==> src/rtl/fe_ctl_pkg.sv <==
/*
  front end control shared definitions
  widths of the SPI frame and host registers, conditioning modes
  and the host register map
*/

package fe_ctl_pkg;

  //////////////////////////////
  // widths

  // conditioning vector, top bit down
  // monitor[7:0], led, pc_sw, himux[3:0], azmux[3:0]
  localparam int cond_w = 18;

  // host register payload, low bits of a frame
  localparam int reg_w = 24;

  // one frame is write flag, address, data
  localparam int frame_w = 32;

  // register address between write flag and data
  localparam int addr_w = 7;

  //////////////////////////////
  // conditioning source select

  typedef enum logic [1:0] {
    // everything blanked
    mode_off    = 2'd0,
    // binary count, one step per clk
    mode_count  = 2'd1,
    // single one rotating left
    mode_walk   = 2'd2,
    // value written by the host
    mode_direct = 2'd3
  } cond_mode_e;

  //////////////////////////////
  // host register map

  typedef enum logic [addr_w-1:0] {
    // scratch, full 24 bits
    addr_led     = 7'h07,
    // bit0 routes cs2 to the 4094 chain, bit1 chain output enable
    addr_spi_mux = 7'h08,
    // bits 1:0 conditioning mode
    addr_mode    = 7'h09,
    // bits 17:0 direct conditioning value
    addr_direct  = 7'h0a
  } reg_addr_e;

endpackage

==> src/rtl/spi_reg_bank.sv <==
/*
  host register bank behind an SPI slave
  SPI mode 0 oversampled in clk, 32-bit frames of write flag,
  address and data; read data goes back MSB first
*/

`timescale 1ns/1ps

module spi_reg_bank (
  input  logic                            clk,
  input  logic                            arst_n,
  input  logic                            sck,
  input  logic                            cs,
  input  logic                            cs2,
  input  logic                            mosi,
  output logic                            dout,
  output logic [1:0]                      spi_mux,
  output fe_ctl_pkg::cond_mode_e          mode,
  output logic [fe_ctl_pkg::cond_w-1:0]   direct,
  output logic                            chain_oe
);

  localparam int frame_w = fe_ctl_pkg::frame_w;
  localparam int reg_w   = fe_ctl_pkg::reg_w;
  localparam int addr_w  = fe_ctl_pkg::addr_w;
  // write flag plus address
  localparam int hdr_bits = addr_w + 1;
  // one extra count so a long frame stands out
  localparam int cnt_w = $clog2(frame_w) + 1;

  logic sck_meta, sck_s, sck_d;
  logic cs_meta, cs_s, cs_d;
  logic mosi_meta, mosi_s;
  logic sck_rise, sck_fall, cs_rise;
  logic commit;
  logic [cnt_w-1:0] bit_cnt;
  logic [frame_w-1:0] rx_sr;
  logic [reg_w-1:0] rd_sr;
  logic [reg_w-1:0] rd_val;
  logic [reg_w-1:0] led_r;

  //////////////////////////////
  // input synchronizers

  always_ff @(posedge clk or negedge arst_n)
  begin
    if (!arst_n)
    begin
      // sck idles low, cs idles high
      sck_meta  <= 1'b0;
      sck_s     <= 1'b0;
      sck_d     <= 1'b0;
      cs_meta   <= 1'b1;
      cs_s      <= 1'b1;
      cs_d      <= 1'b1;
      mosi_meta <= 1'b0;
      mosi_s    <= 1'b0;
    end
    else
    begin
      sck_meta  <= sck;
      sck_s     <= sck_meta;
      sck_d     <= sck_s;
      cs_meta   <= cs;
      cs_s      <= cs_meta;
      cs_d      <= cs_s;
      mosi_meta <= mosi;
      mosi_s    <= mosi_meta;
    end
  end

  // edges only count inside a frame
  assign sck_rise = sck_s & ~sck_d & ~cs_s;
  assign sck_fall = ~sck_s & sck_d & ~cs_s;
  assign cs_rise  = cs_s & ~cs_d;

  // only a write frame of exactly 32 bits is committed
  assign commit = cs_rise && (bit_cnt == cnt_w'(frame_w)) && rx_sr[frame_w-1];

  //////////////////////////////
  // frame receive

  always_ff @(posedge clk or negedge arst_n)
  begin
    if (!arst_n)
      bit_cnt <= '0;
    else if (cs_s)
      bit_cnt <= '0;
    else if (sck_rise && (bit_cnt <= cnt_w'(frame_w)))
      // saturates one past a full frame
      bit_cnt <= bit_cnt + 1'b1;
  end

  // mosi is taken on each sck rise, MSB first
  always_ff @(posedge clk)
  begin
    if (sck_rise)
      rx_sr <= {rx_sr[frame_w-2:0], mosi_s};
  end

  //////////////////////////////
  // read path

  // address sits in the low bits once the header is in
  always_comb
  begin
    case (rx_sr[addr_w-1:0])
      fe_ctl_pkg::addr_led:     rd_val = led_r;
      fe_ctl_pkg::addr_spi_mux: rd_val = reg_w'(spi_mux);
      fe_ctl_pkg::addr_mode:    rd_val = reg_w'(mode);
      fe_ctl_pkg::addr_direct:  rd_val = reg_w'(direct);
      // unknown address reads zero
      default:                  rd_val = '0;
    endcase
  end

  always_ff @(posedge clk or negedge arst_n)
  begin
    if (!arst_n)
      rd_sr <= '0;
    else if (sck_fall && (bit_cnt == cnt_w'(hdr_bits)))
      // first fall after the header puts data bit 23 out
      rd_sr <= rd_val;
    else if (sck_fall && (bit_cnt > cnt_w'(hdr_bits)))
      rd_sr <= {rd_sr[reg_w-2:0], 1'b0};
  end

  assign dout = rd_sr[reg_w-1];

  //////////////////////////////
  // host registers

  always_ff @(posedge clk or negedge arst_n)
  begin
    if (!arst_n)
    begin
      led_r   <= '0;
      spi_mux <= '0;
      mode    <= fe_ctl_pkg::mode_off;
      direct  <= '0;
    end
    else if (commit)
    begin
      // address is bits 30..24, data bits 23..0
      case (rx_sr[frame_w-2 -: addr_w])
        fe_ctl_pkg::addr_led:     led_r <= rx_sr[reg_w-1:0];
        fe_ctl_pkg::addr_spi_mux: spi_mux <= rx_sr[1:0];
        fe_ctl_pkg::addr_mode:    mode <= fe_ctl_pkg::cond_mode_e'(rx_sr[1:0]);
        fe_ctl_pkg::addr_direct:  direct <= rx_sr[fe_ctl_pkg::cond_w-1:0];
        default:                  ;
      endcase
    end
  end

  assign chain_oe = spi_mux[1];

  // host must never select the bank and the 4094 chain at once
  a_cs_exclusive : assert property (@(posedge clk) disable iff (!arst_n)
    !(!cs && !cs2));

endmodule

==> src/rtl/spi_route.sv <==
/*
  SPI pass-through to the 4094 chain
  gates sck and mosi onto the chain while cs2 is low, selects miso
  and strobes the chain after a routed transfer
*/

`timescale 1ns/1ps

module spi_route (
  input  logic clk,
  input  logic arst_n,
  input  logic sck,
  input  logic mosi,
  input  logic cs,
  input  logic cs2,
  input  logic route_en,
  input  logic bank_dout,
  input  logic chain_miso,
  output logic miso,
  output logic chain_sck,
  output logic chain_mosi,
  output logic chain_strobe
);

  logic routed;
  logic cs2_meta, cs2_s, cs2_d;
  logic routed_seen;
  logic cs2_rise;

  //////////////////////////////
  // combinational routing

  // chain only sees the host while cs2 is low and routing is on
  assign routed     = ~cs2 & route_en;
  assign chain_sck  = routed & sck;
  assign chain_mosi = routed & mosi;

  always_comb
  begin
    if (!cs)
      miso = bank_dout;
    else if (routed)
      miso = chain_miso;
    else
      miso = 1'b0;
  end

  //////////////////////////////
  // strobe

  always_ff @(posedge clk or negedge arst_n)
  begin
    if (!arst_n)
    begin
      cs2_meta <= 1'b1;
      cs2_s    <= 1'b1;
      cs2_d    <= 1'b1;
    end
    else
    begin
      cs2_meta <= cs2;
      cs2_s    <= cs2_meta;
      cs2_d    <= cs2_s;
    end
  end

  assign cs2_rise = cs2_s & ~cs2_d;

  // remember that this transfer went through to the chain
  always_ff @(posedge clk or negedge arst_n)
  begin
    if (!arst_n)
      routed_seen <= 1'b0;
    else if (cs2_rise)
      routed_seen <= 1'b0;
    else if (!cs2_s && route_en)
      routed_seen <= 1'b1;
  end

  // 4094 latches its shift stages on this pulse
  always_ff @(posedge clk or negedge arst_n)
  begin
    if (!arst_n)
      chain_strobe <= 1'b0;
    else
      chain_strobe <= cs2_rise & routed_seen;
  end

  a_strobe_single : assert property (@(posedge clk) disable iff (!arst_n)
    chain_strobe |=> !chain_strobe);

endmodule

==> src/rtl/pattern_gen.sv <==
/*
  conditioning test patterns
  a binary count and a walking one, both stepping every clk
*/

`timescale 1ns/1ps

module pattern_gen (
  input  logic                          clk,
  input  logic                          arst_n,
  output logic [fe_ctl_pkg::cond_w-1:0] count,
  output logic [fe_ctl_pkg::cond_w-1:0] walk
);

  localparam int cond_w = fe_ctl_pkg::cond_w;

  //////////////////////////////
  // counting pattern

  // exercises every output pin at a different rate
  // bit0 toggles each clk, msb is the slowest
  always_ff @(posedge clk or negedge arst_n)
  begin
    if (!arst_n)
      count <= '0;
    else
      // wraps at cond_w bits
      count <= count + 1'b1;
  end

  //////////////////////////////
  // walking one

  // one pin high at a time, useful for
  // spotting shorts between neighbouring lines
  always_ff @(posedge clk or negedge arst_n)
  begin
    if (!arst_n)
      // starts on azmux bit 0
      walk <= cond_w'(1);
    else
      // rotate left, msb comes back to bit 0
      walk <= {walk[cond_w-2:0], walk[cond_w-1]};
  end

endmodule

==> src/rtl/mode_select.sv <==
/*
  conditioning source select
  registers the source picked by mode and blanks the outputs for
  blank_cycles clks on a mode change, so switches break before make
*/

`timescale 1ns/1ps

module mode_select #(
  parameter int blank_cycles = 2
) (
  input  logic                          clk,
  input  logic                          arst_n,
  input  fe_ctl_pkg::cond_mode_e        mode,
  input  logic [fe_ctl_pkg::cond_w-1:0] count,
  input  logic [fe_ctl_pkg::cond_w-1:0] walk,
  input  logic [fe_ctl_pkg::cond_w-1:0] direct,
  output logic [fe_ctl_pkg::cond_w-1:0] cond
);

  // holds blank_cycles - 1, at least one bit
  localparam int cnt_w = (blank_cycles > 1) ? $clog2(blank_cycles) : 1;

  fe_ctl_pkg::cond_mode_e mode_q;
  logic [cnt_w-1:0] blank_cnt;
  logic mode_change;
  logic [fe_ctl_pkg::cond_w-1:0] src;

  //////////////////////////////
  // source mux

  always_comb
  begin
    case (mode)
      fe_ctl_pkg::mode_count:  src = count;
      fe_ctl_pkg::mode_walk:   src = walk;
      fe_ctl_pkg::mode_direct: src = direct;
      // mode off drives everything low
      default:                 src = '0;
    endcase
  end

  // direct value changes alone are not a mode change
  assign mode_change = (mode != mode_q);

  //////////////////////////////
  // blanking

  always_ff @(posedge clk or negedge arst_n)
  begin
    if (!arst_n)
    begin
      mode_q    <= fe_ctl_pkg::mode_off;
      blank_cnt <= '0;
      cond      <= '0;
    end
    else if (mode_change)
    begin
      // first blank cycle starts here
      mode_q    <= mode;
      blank_cnt <= cnt_w'(blank_cycles - 1);
      cond      <= '0;
    end
    else if (blank_cnt != '0)
    begin
      blank_cnt <= blank_cnt - 1'b1;
      cond      <= '0;
    end
    else
      // steady state, source one clk late
      cond <= src;
  end

  // outputs stay low for the whole blanking run after a mode change
  a_blank_zero : assert property (@(posedge clk) disable iff (!arst_n)
    mode_change |=> (cond == '0) [*blank_cycles]);

endmodule

==> src/rtl/fe_ctl_top.sv <==
/*
  analog front end control top level
  host SPI register bank, 4094 chain routing, test patterns and
  the conditioning output select
*/

`timescale 1ns/1ps

module fe_ctl_top #(
  parameter int blank_cycles = 2
) (
  input  logic       clk,
  input  logic       arst_n,
  input  logic       spi_sck,
  input  logic       spi_cs,
  input  logic       spi_cs2,
  input  logic       spi_mosi,
  input  logic       chain_miso,
  output logic       spi_miso,
  output logic       chain_sck,
  output logic       chain_mosi,
  output logic       chain_strobe,
  output logic       chain_oe,
  output logic [7:0] monitor,
  output logic       led,
  output logic       sig_pc_sw,
  output logic [3:0] himux_ctl,
  output logic [3:0] azmux_ctl
);

  logic bank_dout;
  logic [1:0] spi_mux;
  fe_ctl_pkg::cond_mode_e mode;
  logic [fe_ctl_pkg::cond_w-1:0] direct;
  logic [fe_ctl_pkg::cond_w-1:0] count;
  logic [fe_ctl_pkg::cond_w-1:0] walk;
  logic [fe_ctl_pkg::cond_w-1:0] cond;

  //////////////////////////////
  // host registers

  // bit1 of spi_mux leaves as chain_oe
  spi_reg_bank spi_reg_bank_i (
    .clk      (clk),
    .arst_n   (arst_n),
    .sck      (spi_sck),
    .cs       (spi_cs),
    .cs2      (spi_cs2),
    .mosi     (spi_mosi),
    .dout     (bank_dout),
    .spi_mux  (spi_mux),
    .mode     (mode),
    .direct   (direct),
    .chain_oe (chain_oe)
  );

  //////////////////////////////
  // 4094 chain and miso

  spi_route spi_route_i (
    .clk          (clk),
    .arst_n       (arst_n),
    .sck          (spi_sck),
    .mosi         (spi_mosi),
    .cs           (spi_cs),
    .cs2          (spi_cs2),
    .route_en     (spi_mux[0]),
    .bank_dout    (bank_dout),
    .chain_miso   (chain_miso),
    .miso         (spi_miso),
    .chain_sck    (chain_sck),
    .chain_mosi   (chain_mosi),
    .chain_strobe (chain_strobe)
  );

  //////////////////////////////
  // conditioning

  pattern_gen pattern_gen_i (
    .clk    (clk),
    .arst_n (arst_n),
    .count  (count),
    .walk   (walk)
  );

  mode_select #(
    .blank_cycles (blank_cycles)
  ) mode_select_i (
    .clk    (clk),
    .arst_n (arst_n),
    .mode   (mode),
    .count  (count),
    .walk   (walk),
    .direct (direct),
    .cond   (cond)
  );

  // pin order follows the package, top bit down
  assign {monitor, led, sig_pc_sw, himux_ctl, azmux_ctl} = cond;

endmodule

==> config.mk <==
export PLATFORM = sky130hd
export DESIGN_NAME = fe_ctl_top
export DESIGN_NICKNAME = d
export VERILOG_FILES = /design/src/rtl/fe_ctl_pkg.sv /design/src/rtl/spi_reg_bank.sv /design/src/rtl/spi_route.sv /design/src/rtl/pattern_gen.sv /design/src/rtl/mode_select.sv /design/src/rtl/fe_ctl_top.sv
export SDC_FILE = /design/constraint.sdc
export NUM_CORES = 1
export LEC_CHECK = 0
export BUFFER_PORTS_ARGS = -buffer_cell sky130_fd_sc_hd__buf_2
export CORE_MARGIN = 10
export CORE_UTILIZATION = 40
export DETAILED_ROUTE_END_ITERATION = 8
export PLACE_DENSITY = 0.65
export SYNTH_ARGS = -nofsm -noshare
export SYNTH_HDL_FRONTEND = slang
export SYNTH_SLANG_ARGS = --single-unit
==> constraint.sdc <==
create_clock -name clk -period 4.3 [get_ports clk]
set_clock_uncertainty 0.05 [all_clocks]
set_input_delay 0.215 -clock clk [delete_from_list [all_inputs] [get_ports clk]]
set_output_delay 0.215 -clock clk [all_outputs]
set_load 0.005 [all_outputs]
==> flow_metrics.py, run 1 <==
metrics = {
    "critical_path": {
        "setup.worst_path.start_class": "flip-flop",
        "worst_setup_path_category": "flip-flop to flip-flop",
        "worst-endpoint-required_ns": 4.56,
        "path_max_fanout": 24,
        "crit_path_capture_type": "flip-flop",
        "timing.critical_path.arrival_ns": 2.85,
    },
    "place": {
        "dp.final_hpwl_um": 8590,
        "buffer_ports.inserted": 29,
        "gp_congestion": 0.787,
    },
    "floorplan": {
        "num_rows": 49,
        "initial_core_utilization_pct": 40.6,
        "top_level_ports": 30,
        "core_area_um2": 17900,
        "die_w_um": 155,
        "total_die_area_um2": 24000,
        "fp.dieH_um": 155,
    },
    "drt": {
        "route.vias.total": 4224,
        "drt-total-wl_um": 13200,
        "drt-vias-per-instance": 5.27,
        "drtPass1Iterations": 5,
        "drt_iter0_drc": 321,
        "routed_antenna_nets": 0,
        "routed_wire_length_per_instance_um": 16.5,
        "drc_errors": 0,
    },
    "layout": {
        "final_nets": 570,
        "flow.area_growth_from_synthesis_pct": 13.3,
        "layout.core_utilization_pct": 46.0,
        "layout.area.seq_um2": 4620,
        "multi_input_area_um2": 2440,
        "fillCellCount": 1601,
        "antenna_cells": 0,
        "mostFrequentLayoutCell": "sky130_fd_sc_hd__dfrtp_1",
        "highest_count_cells_in_the_layout_ignoring_fill_and_taps": "sky130_fd_sc_hd__dfrtp_1 (139), sky130_fd_sc_hd__nor2_1 (36), sky130_fd_sc_hd__a22oi_1 (35), sky130_fd_sc_hd__mux2_2 (33), sky130_fd_sc_hd__edfxtp_1 (32)",
        "drive_gt1_share_pct": 22.0,
    },
    "hold_path": {
        "hold_path_class": "flip-flop to flip-flop",
    },
    "global_route": {
        "first_global_vias": 4434,
        "grt_remaining_overflow": 0,
        "gr-usage-all-layers_pct": 11.8,
        "maximum_number_of_pins_on_one_net_before_global_route_repair": 120,
        "number_of_antenna_violations_at_the_first_check_in_global_routing": 0,
        "wire_length_of_the_first_global_routing_pass_um": 23100,
    },
    "timing": {
        "rsz_0062_raised_after_global_routing": "false",
        "timing_max_transition_violations_final": 0,
        "hold_violations": 0,
        "report.final.setup_viol": 0,
        "finalSetupTns_ns": 0,
        "hold_slack_ns": 0.303,
        "post-route-period-util_pct": 60.3,
        "timing.final.crit_period_ns": 2.59,
        "worst_slew_pin_slew_ns": 1.23,
        "slew-limit-headroom_pct": 17.8,
        "clock.fmax_ghz": 0.386,
    },
    "run": {
        "cap_violations": 0,
    },
    "status": {
        "status": "completed",
    },
    "synthesis": {
        "syn_nets": 541,
        "syn_area_per_cell_um2": 13.7,
        "synth-warning-count": 0,
        "postSynthCellCount": 531,
        "part_of_the_yosys_area_used_for_sequential_elements_pct": 63.6,
        "dominantRegCellSynth": "sky130_fd_sc_hd__dfrtp_1",
        "synth_seq_cells": 178,
        "asyncSetResetFlopFracSynth_pct": 82.0,
        "synth_edf_count": 32,
        "ys_types": 50,
        "combined_area_of_all_synthesized_cells_um2": 7270,
    },
    "power": {
        "leakagePower_nw": 3.55,
        "p_per_area_nw_per_um2": 410,
        "post-layout-total-power_w": 0.00338,
        "ir_drop_worst_case_vdd_mv": 0.292,
    },
    "clock_tree": {
        "tritoncts": "yes",
        "cts_num_sinks": 178,
        "cts_htree_levels": 4,
        "clock_tree.buffer_depth": 2,
        "cts_repair_resize_count": 0,
        "worst_skew_pair.late_latency_ns": 0.42,
        "clk_pin_slew_worst_paths_ns": 0.07,
        "cts_buffers": 17,
        "clk_root_buffer_cell": "sky130_fd_sc_hd__clkbuf_16",
    },
}
logic make-up after synthesis:
logic type | Yosys count | share of synthesized area (%)
DFF | 178 | 63.6
and+or+nand+nor | 119 | 9.48
AOI/OAI and AO/OA | 93 | 8.57
muxes | 81 | 12.8
buffers and inverters | 39 | 2.93
xor gates and xnor gates | 18 | 2.17
adders and majority gates | 3 | 0.516
registers in the layout, summed over array words and instances (netlist names), 6 cells and up:
| name | flops |
|---|---|
| mode_select_i.cond | 18 |
| pattern_gen_i.count | 18 |
| pattern_gen_i.walk | 18 |
| spi_reg_bank_i.bit_cnt | 6 |
| spi_reg_bank_i.direct | 18 |
| spi_reg_bank_i.led_r | 24 |
| spi_reg_bank_i.rd_sr | 24 |
| spi_reg_bank_i.rx_sr | 32 |
report_power, final:
group / leakage, nW / switching (W) / internal [W] / total (W)
Clock: 0.300 / 0.000636 / 0.000921 / 0.00156
Sequential: 2.28 / 0.0000175 / 0.00173 / 0.00175
Combinational: 0.972 / 0.0000530 / 0.0000166 / 0.0000696
synth_stat cells (5+ instances only):
| cell type | number | area share, % |
|---|---|---|
| sky130_fd_sc_hd__dfrtp_1 | 139 | 48 |
| sky130_fd_sc_hd__nor2_1 | 37 | 1.9 |
| sky130_fd_sc_hd__a22oi_1 | 35 | 3.6 |
| sky130_fd_sc_hd__mux2_2 | 33 | 5.1 |
| sky130_fd_sc_hd__edfxtp_1 | 32 | 13 |
| sky130_fd_sc_hd__mux2_1 | 20 | 3.1 |
| sky130_fd_sc_hd__nand3_1 | 20 | 1.4 |
| sky130_fd_sc_hd__nand2_1 | 19 | 0.98 |
| sky130_fd_sc_hd__mux2i_1 | 18 | 2.5 |
| sky130_fd_sc_hd__a21boi_0 | 17 | 1.8 |
| sky130_fd_sc_hd__o21ai_0 | 15 | 1.0 |
| sky130_fd_sc_hd__clkbuf_1 | 14 | 0.72 |
| sky130_fd_sc_hd__xnor2_1 | 13 | 1.6 |
| sky130_fd_sc_hd__o21ai_1 | 11 | 0.76 |
| sky130_fd_sc_hd__mux2_4 | 10 | 2.1 |
| sky130_fd_sc_hd__inv_1 | 9 | 0.46 |
| sky130_fd_sc_hd__a31oi_1 | 8 | 0.69 |
| sky130_fd_sc_hd__buf_2 | 7 | 0.48 |
| sky130_fd_sc_hd__dfstp_2 | 7 | 2.5 |
| sky130_fd_sc_hd__nor3_1 | 6 | 0.41 |
| sky130_fd_sc_hd__xor2_1 | 5 | 0.60 |
layout make-up:
class,count,share of cell area (%)
Tap cell,229,3.48
Inverter,9,0.410
Clock inverter,12,1.53
Timing Repair Buffer,40,2.99
Multi-Input combinational cell,314,29.7
Sequential cell,178,56.1
Clock buffer,19,5.77
stage by stage:
| stage | cells | worst slack [ns] | instance area, um^2 |
|---|---|---|---|
| finish | 801 | 1.71 | 8230 |
| global route | 801 | 1.57 | 8230 |
| CTS | 801 | 1.67 | 8230 |
| detailed placement | 765 | 1.66 | 7580 |
| global placement | 765 | 1.74 | 7580 |
| floorplan | 531 | 0.879 | 7270 |
layer usage:
| metal | GRT usage [%] | routed length, um | share of wire, % |
|---|---|---|---|
| met1 | 15.1 | 6140 | 46 |
| met3 | 3.11 | 468 | 3.5 |
| met5 | 0 | 0 | 0 |
| met4 | 4.59 | 225 | 1.7 |
| met2 | 18.5 | 6390 | 48 |
worst max-delay path, cell delays in order (launching register included):
cell and delay, ns:
sky130_fd_sc_hd__dfstp_2 0.62, sky130_fd_sc_hd__nor4b_4 0.24, sky130_fd_sc_hd__nand3b_1 0.15, sky130_fd_sc_hd__nor3_4 0.98, sky130_fd_sc_hd__mux2_2 0.43
what timing repair did:
action,4_1_cts,5_1_grt
hold buffers,5,0
endpoints found under the hold margin,115,0
setup buffers,0,0
worst paths after layout:
check,cells after the start,from,slack [ns],to
worst max-delay path,4,spi_reg_bank_i.cs_s,1.71,spi_reg_bank_i.led_r[2]
worst min-delay path,0,spi_reg_bank_i.sck_meta,0.30,spi_reg_bank_i.sck_s
worst max register to register,4,spi_reg_bank_i.cs_s,1.71,spi_reg_bank_i.led_r[2]
worst min register to register,0,spi_reg_bank_i.sck_meta,0.30,spi_reg_bank_i.sck_s
max in group asynchronous,3,arst_n,2.67,spi_reg_bank_i.direct[7]
min in group asynchronous,2,arst_n,0.43,mode_select_i.cond[11]
Note: power is estimated with default switching activity, not from simulation.
==> inputs of run 2 (changes only) <==
PLACE_DENSITY = 0.67   (was 0.65)
clock period = 2.3 ns   (was 4.3 ns; I/O delays follow)
==> flow_metrics.py, run 2 (synthesized netlist as in run 1, its figures left out) <==
metrics = {
    "status": {
        "status": "completed",
    },
    "critical_path": {
        "timing.critical_path.arrival_ns": 2.39,
        "crit_path_capture_type": "flip-flop",
        "path_max_fanout": 18,
        "setup.worst_path.start_class": "flip-flop",
        "worst_setup_path_category": "flip-flop to flip-flop",
        "worst-endpoint-required_ns": 2.55,
    },
    "drt": {
        "drc_errors": 0,
        "wl_met3_um": 438,
        "drt_iter0_drc": 285,
        "routed_wire_length_per_instance_um": 16.3,
        "routed_antenna_nets": 0,
        "route.vias.total": 4254,
        "drt-total-wl_um": 13300,
        "routedLengthMet1_um": 6240,
        "routed-wl-met2_um": 6390,
        "dr.max_layer_used": "met4",
        "drtPass1Iterations": 6,
        "drt-vias-per-instance": 5.23,
    },
    "power": {
        "ir_drop_worst_case_vdd_mv": 0.496,
        "cellInternalPower_w": 0.00482,
        "pwr-share-clk_pct": 43.9,
        "p_per_area_nw_per_um2": 732,
        "share_seq_of_total_power_pct": 53.7,
        "fraction_of_power_spent_switching_nets_pct": 20.9,
        "leakagePower_nw": 3.61,
        "comb_power_share_pct": 2.4,
        "power.net_switching_w": 0.00128,
    },
    "global_route": {
        "grt_remaining_overflow": 0,
        "number_of_antenna_violations_at_the_first_check_in_global_routing": 0,
        "gr-usage-all-layers_pct": 11.4,
        "maximum_number_of_pins_on_one_net_before_global_route_repair": 56,
        "first_global_vias": 4542,
        "wire_length_of_the_first_global_routing_pass_um": 22800,
    },
    "layout": {
        "top_regs": "spi_reg_bank_i.rx_sr (32), spi_reg_bank_i.led_r (24), spi_reg_bank_i.rd_sr (24)",
        "drive_gt1_share_pct": 23.1,
        "mostFrequentLayoutCell": "sky130_fd_sc_hd__dfrtp_1",
        "antenna_cells": 0,
        "highest_count_cells_in_the_layout_ignoring_fill_and_taps": "sky130_fd_sc_hd__dfrtp_1 (139), sky130_fd_sc_hd__nor2_1 (37), sky130_fd_sc_hd__a22oi_1 (35), sky130_fd_sc_hd__mux2_2 (33), sky130_fd_sc_hd__edfxtp_1 (32)",
        "stdcell_count": 814,
        "flow.area_growth_from_synthesis_pct": 14.5,
        "largest_reg_flops": 32,
        "final_nets": 582,
        "top_register": "spi_reg_bank_i.rx_sr",
        "fillCellCount": 1593,
    },
    "clock_tree": {
        "cts_num_sinks": 178,
        "cts_htree_levels": 4,
        "clk_root_buffer_cell": "sky130_fd_sc_hd__clkbuf_16",
        "tritoncts": "yes",
        "cts_buffers": 17,
        "post-cts-setup-buffers": 0,
        "worst_skew_pair.late_latency_ns": 0.42,
        "cts_repair_resize_count": 0,
        "clock_tree.buffer_depth": 2,
        "clk_pin_slew_worst_paths_ns": 0.06,
    },
    "floorplan": {
        "die_w_um": 155,
        "initial_core_utilization_pct": 40.6,
        "num_rows": 49,
        "total_die_area_um2": 24000,
        "fp.dieH_um": 155,
        "core_area_um2": 17900,
        "top_level_ports": 30,
    },
    "timing": {
        "worst_slew_pin_slew_ns": 1.19,
        "finalSetupTns_ns": 0,
        "rsz_0062_raised_after_global_routing": "false",
        "timing_max_transition_violations_final": 0,
        "hold_violations": 0,
        "timing.final.crit_period_ns": 2.14,
        "report.final.setup_viol": 0,
        "clock.fmax_ghz": 0.468,
        "post-route-period-util_pct": 92.9,
        "slew-limit-headroom_pct": 20.4,
    },
    "place": {
        "dp.final_hpwl_um": 9060,
        "buffer_ports.inserted": 29,
        "placed_cells_incl_taps": 777,
        "gp_congestion": 0.788,
    },
    "run": {
        "cap_violations": 0,
    },
    "hold_path": {
        "hold_path_class": "primary input to async pin",
    },
}
## run 2: cell count changes in the layout (fill, tap and decap cells not counted), moves of 2 or more
cell,previous run,this run
sky130_fd_sc_hd__bufinv_16,2,0
sky130_fd_sc_hd__buf_12,0,4
sky130_fd_sc_hd__inv_4,2,4
sky130_fd_sc_hd__clkbuf_1,0,3
sky130_fd_sc_hd__clkinv_4,2,0
sky130_fd_sc_hd__buf_4,6,14
## run 2: worst max-delay path: stages, from the launching register on
cell	delay [ns]
sky130_fd_sc_hd__dfstp_2	0.64
sky130_fd_sc_hd__nor4b_4	0.25
sky130_fd_sc_hd__nand4_1	0.22
sky130_fd_sc_hd__nor3b_2	0.28
sky130_fd_sc_hd__buf_12	0.21
sky130_fd_sc_hd__mux2_2	0.35
## run 2: final timing paths
check,start,to,slack [ns],cells past startpoint
worst max register to register,spi_reg_bank_i.cs_s,spi_reg_bank_i.direct[5],0.16,5
max in group asynchronous,arst_n,spi_reg_bank_i.cs_s,1.37,3
worst min-delay path,arst_n,mode_select_i.cond[11],0.10,2
min in group clk,spi_reg_bank_i.mosi_meta,spi_reg_bank_i.mosi_s,0.30,0
worst min register to register,spi_reg_bank_i.mosi_meta,spi_reg_bank_i.mosi_s,0.30,0
worst max-delay path,spi_reg_bank_i.cs_s,spi_reg_bank_i.direct[5],0.16,5
## run 2: power groups by stage
| stage | clock (W) | combinational (W) | sequential [W] |
|---|---|---|---|
| 4_1_cts | 0.00275 | 0.000154 | 0.00327 |
| 3_5_place_dp | 0 | 0.000147 | 0.00333 |
| 3_3_place_gp | 0 | 0.000139 | 0.00333 |
| 6_report | 0.00267 | 0.000147 | 0.00327 |
| 5_1_grt | 0.00288 | 0.000169 | 0.00328 |
| 2_1_floorplan | 0 | 0.0000561 | 0.00332 |
## run 2: cell type report
class / count / area, um^2 / share of cell area [%]
sequential: 178 / 4620 / 55.5
inverter: 9 / 33.8 / 0.406
multi-input combinational: 314 / 2450 / 29.4
clock buffer: 23 / 500 / 6.01
timing repair buffer: 52 / 387 / 4.64
clock inverter: 9 / 50.0 / 0.601
tap: 229 / 287 / 3.44
## run 2: routing by layer
layer / up-vias / GRT usage, %
li1: 2004 / -
met1: 2166 / 14.3
met2: 66 / 18.4
met3: 18 / 3.24
met4: 0 / 4.36
met5: - / 0
## run 2: timing repair
action / in CTS / in global routing
setup endpoints to repair: 0 / 0
endpoints found under the hold margin: 143 / 0
hold buffers: 5 / 0
## run 2: through the flow
step                      util (%)  worst slack [ns]  cell area, um^2  hold WS, ns  total power [W]
after floorplan                  -           0.00736             7280       -0.231          0.00338
after global placement        43.2             0.247             7730      -0.0122          0.00347
after detailed placement      43.2             0.193             7730      -0.0120          0.00348
after CTS                     46.5             0.169             8330       0.0962          0.00617
after global routing          46.5            0.0985             8330        0.128          0.00632
final                         46.5             0.163             8330        0.101          0.00610
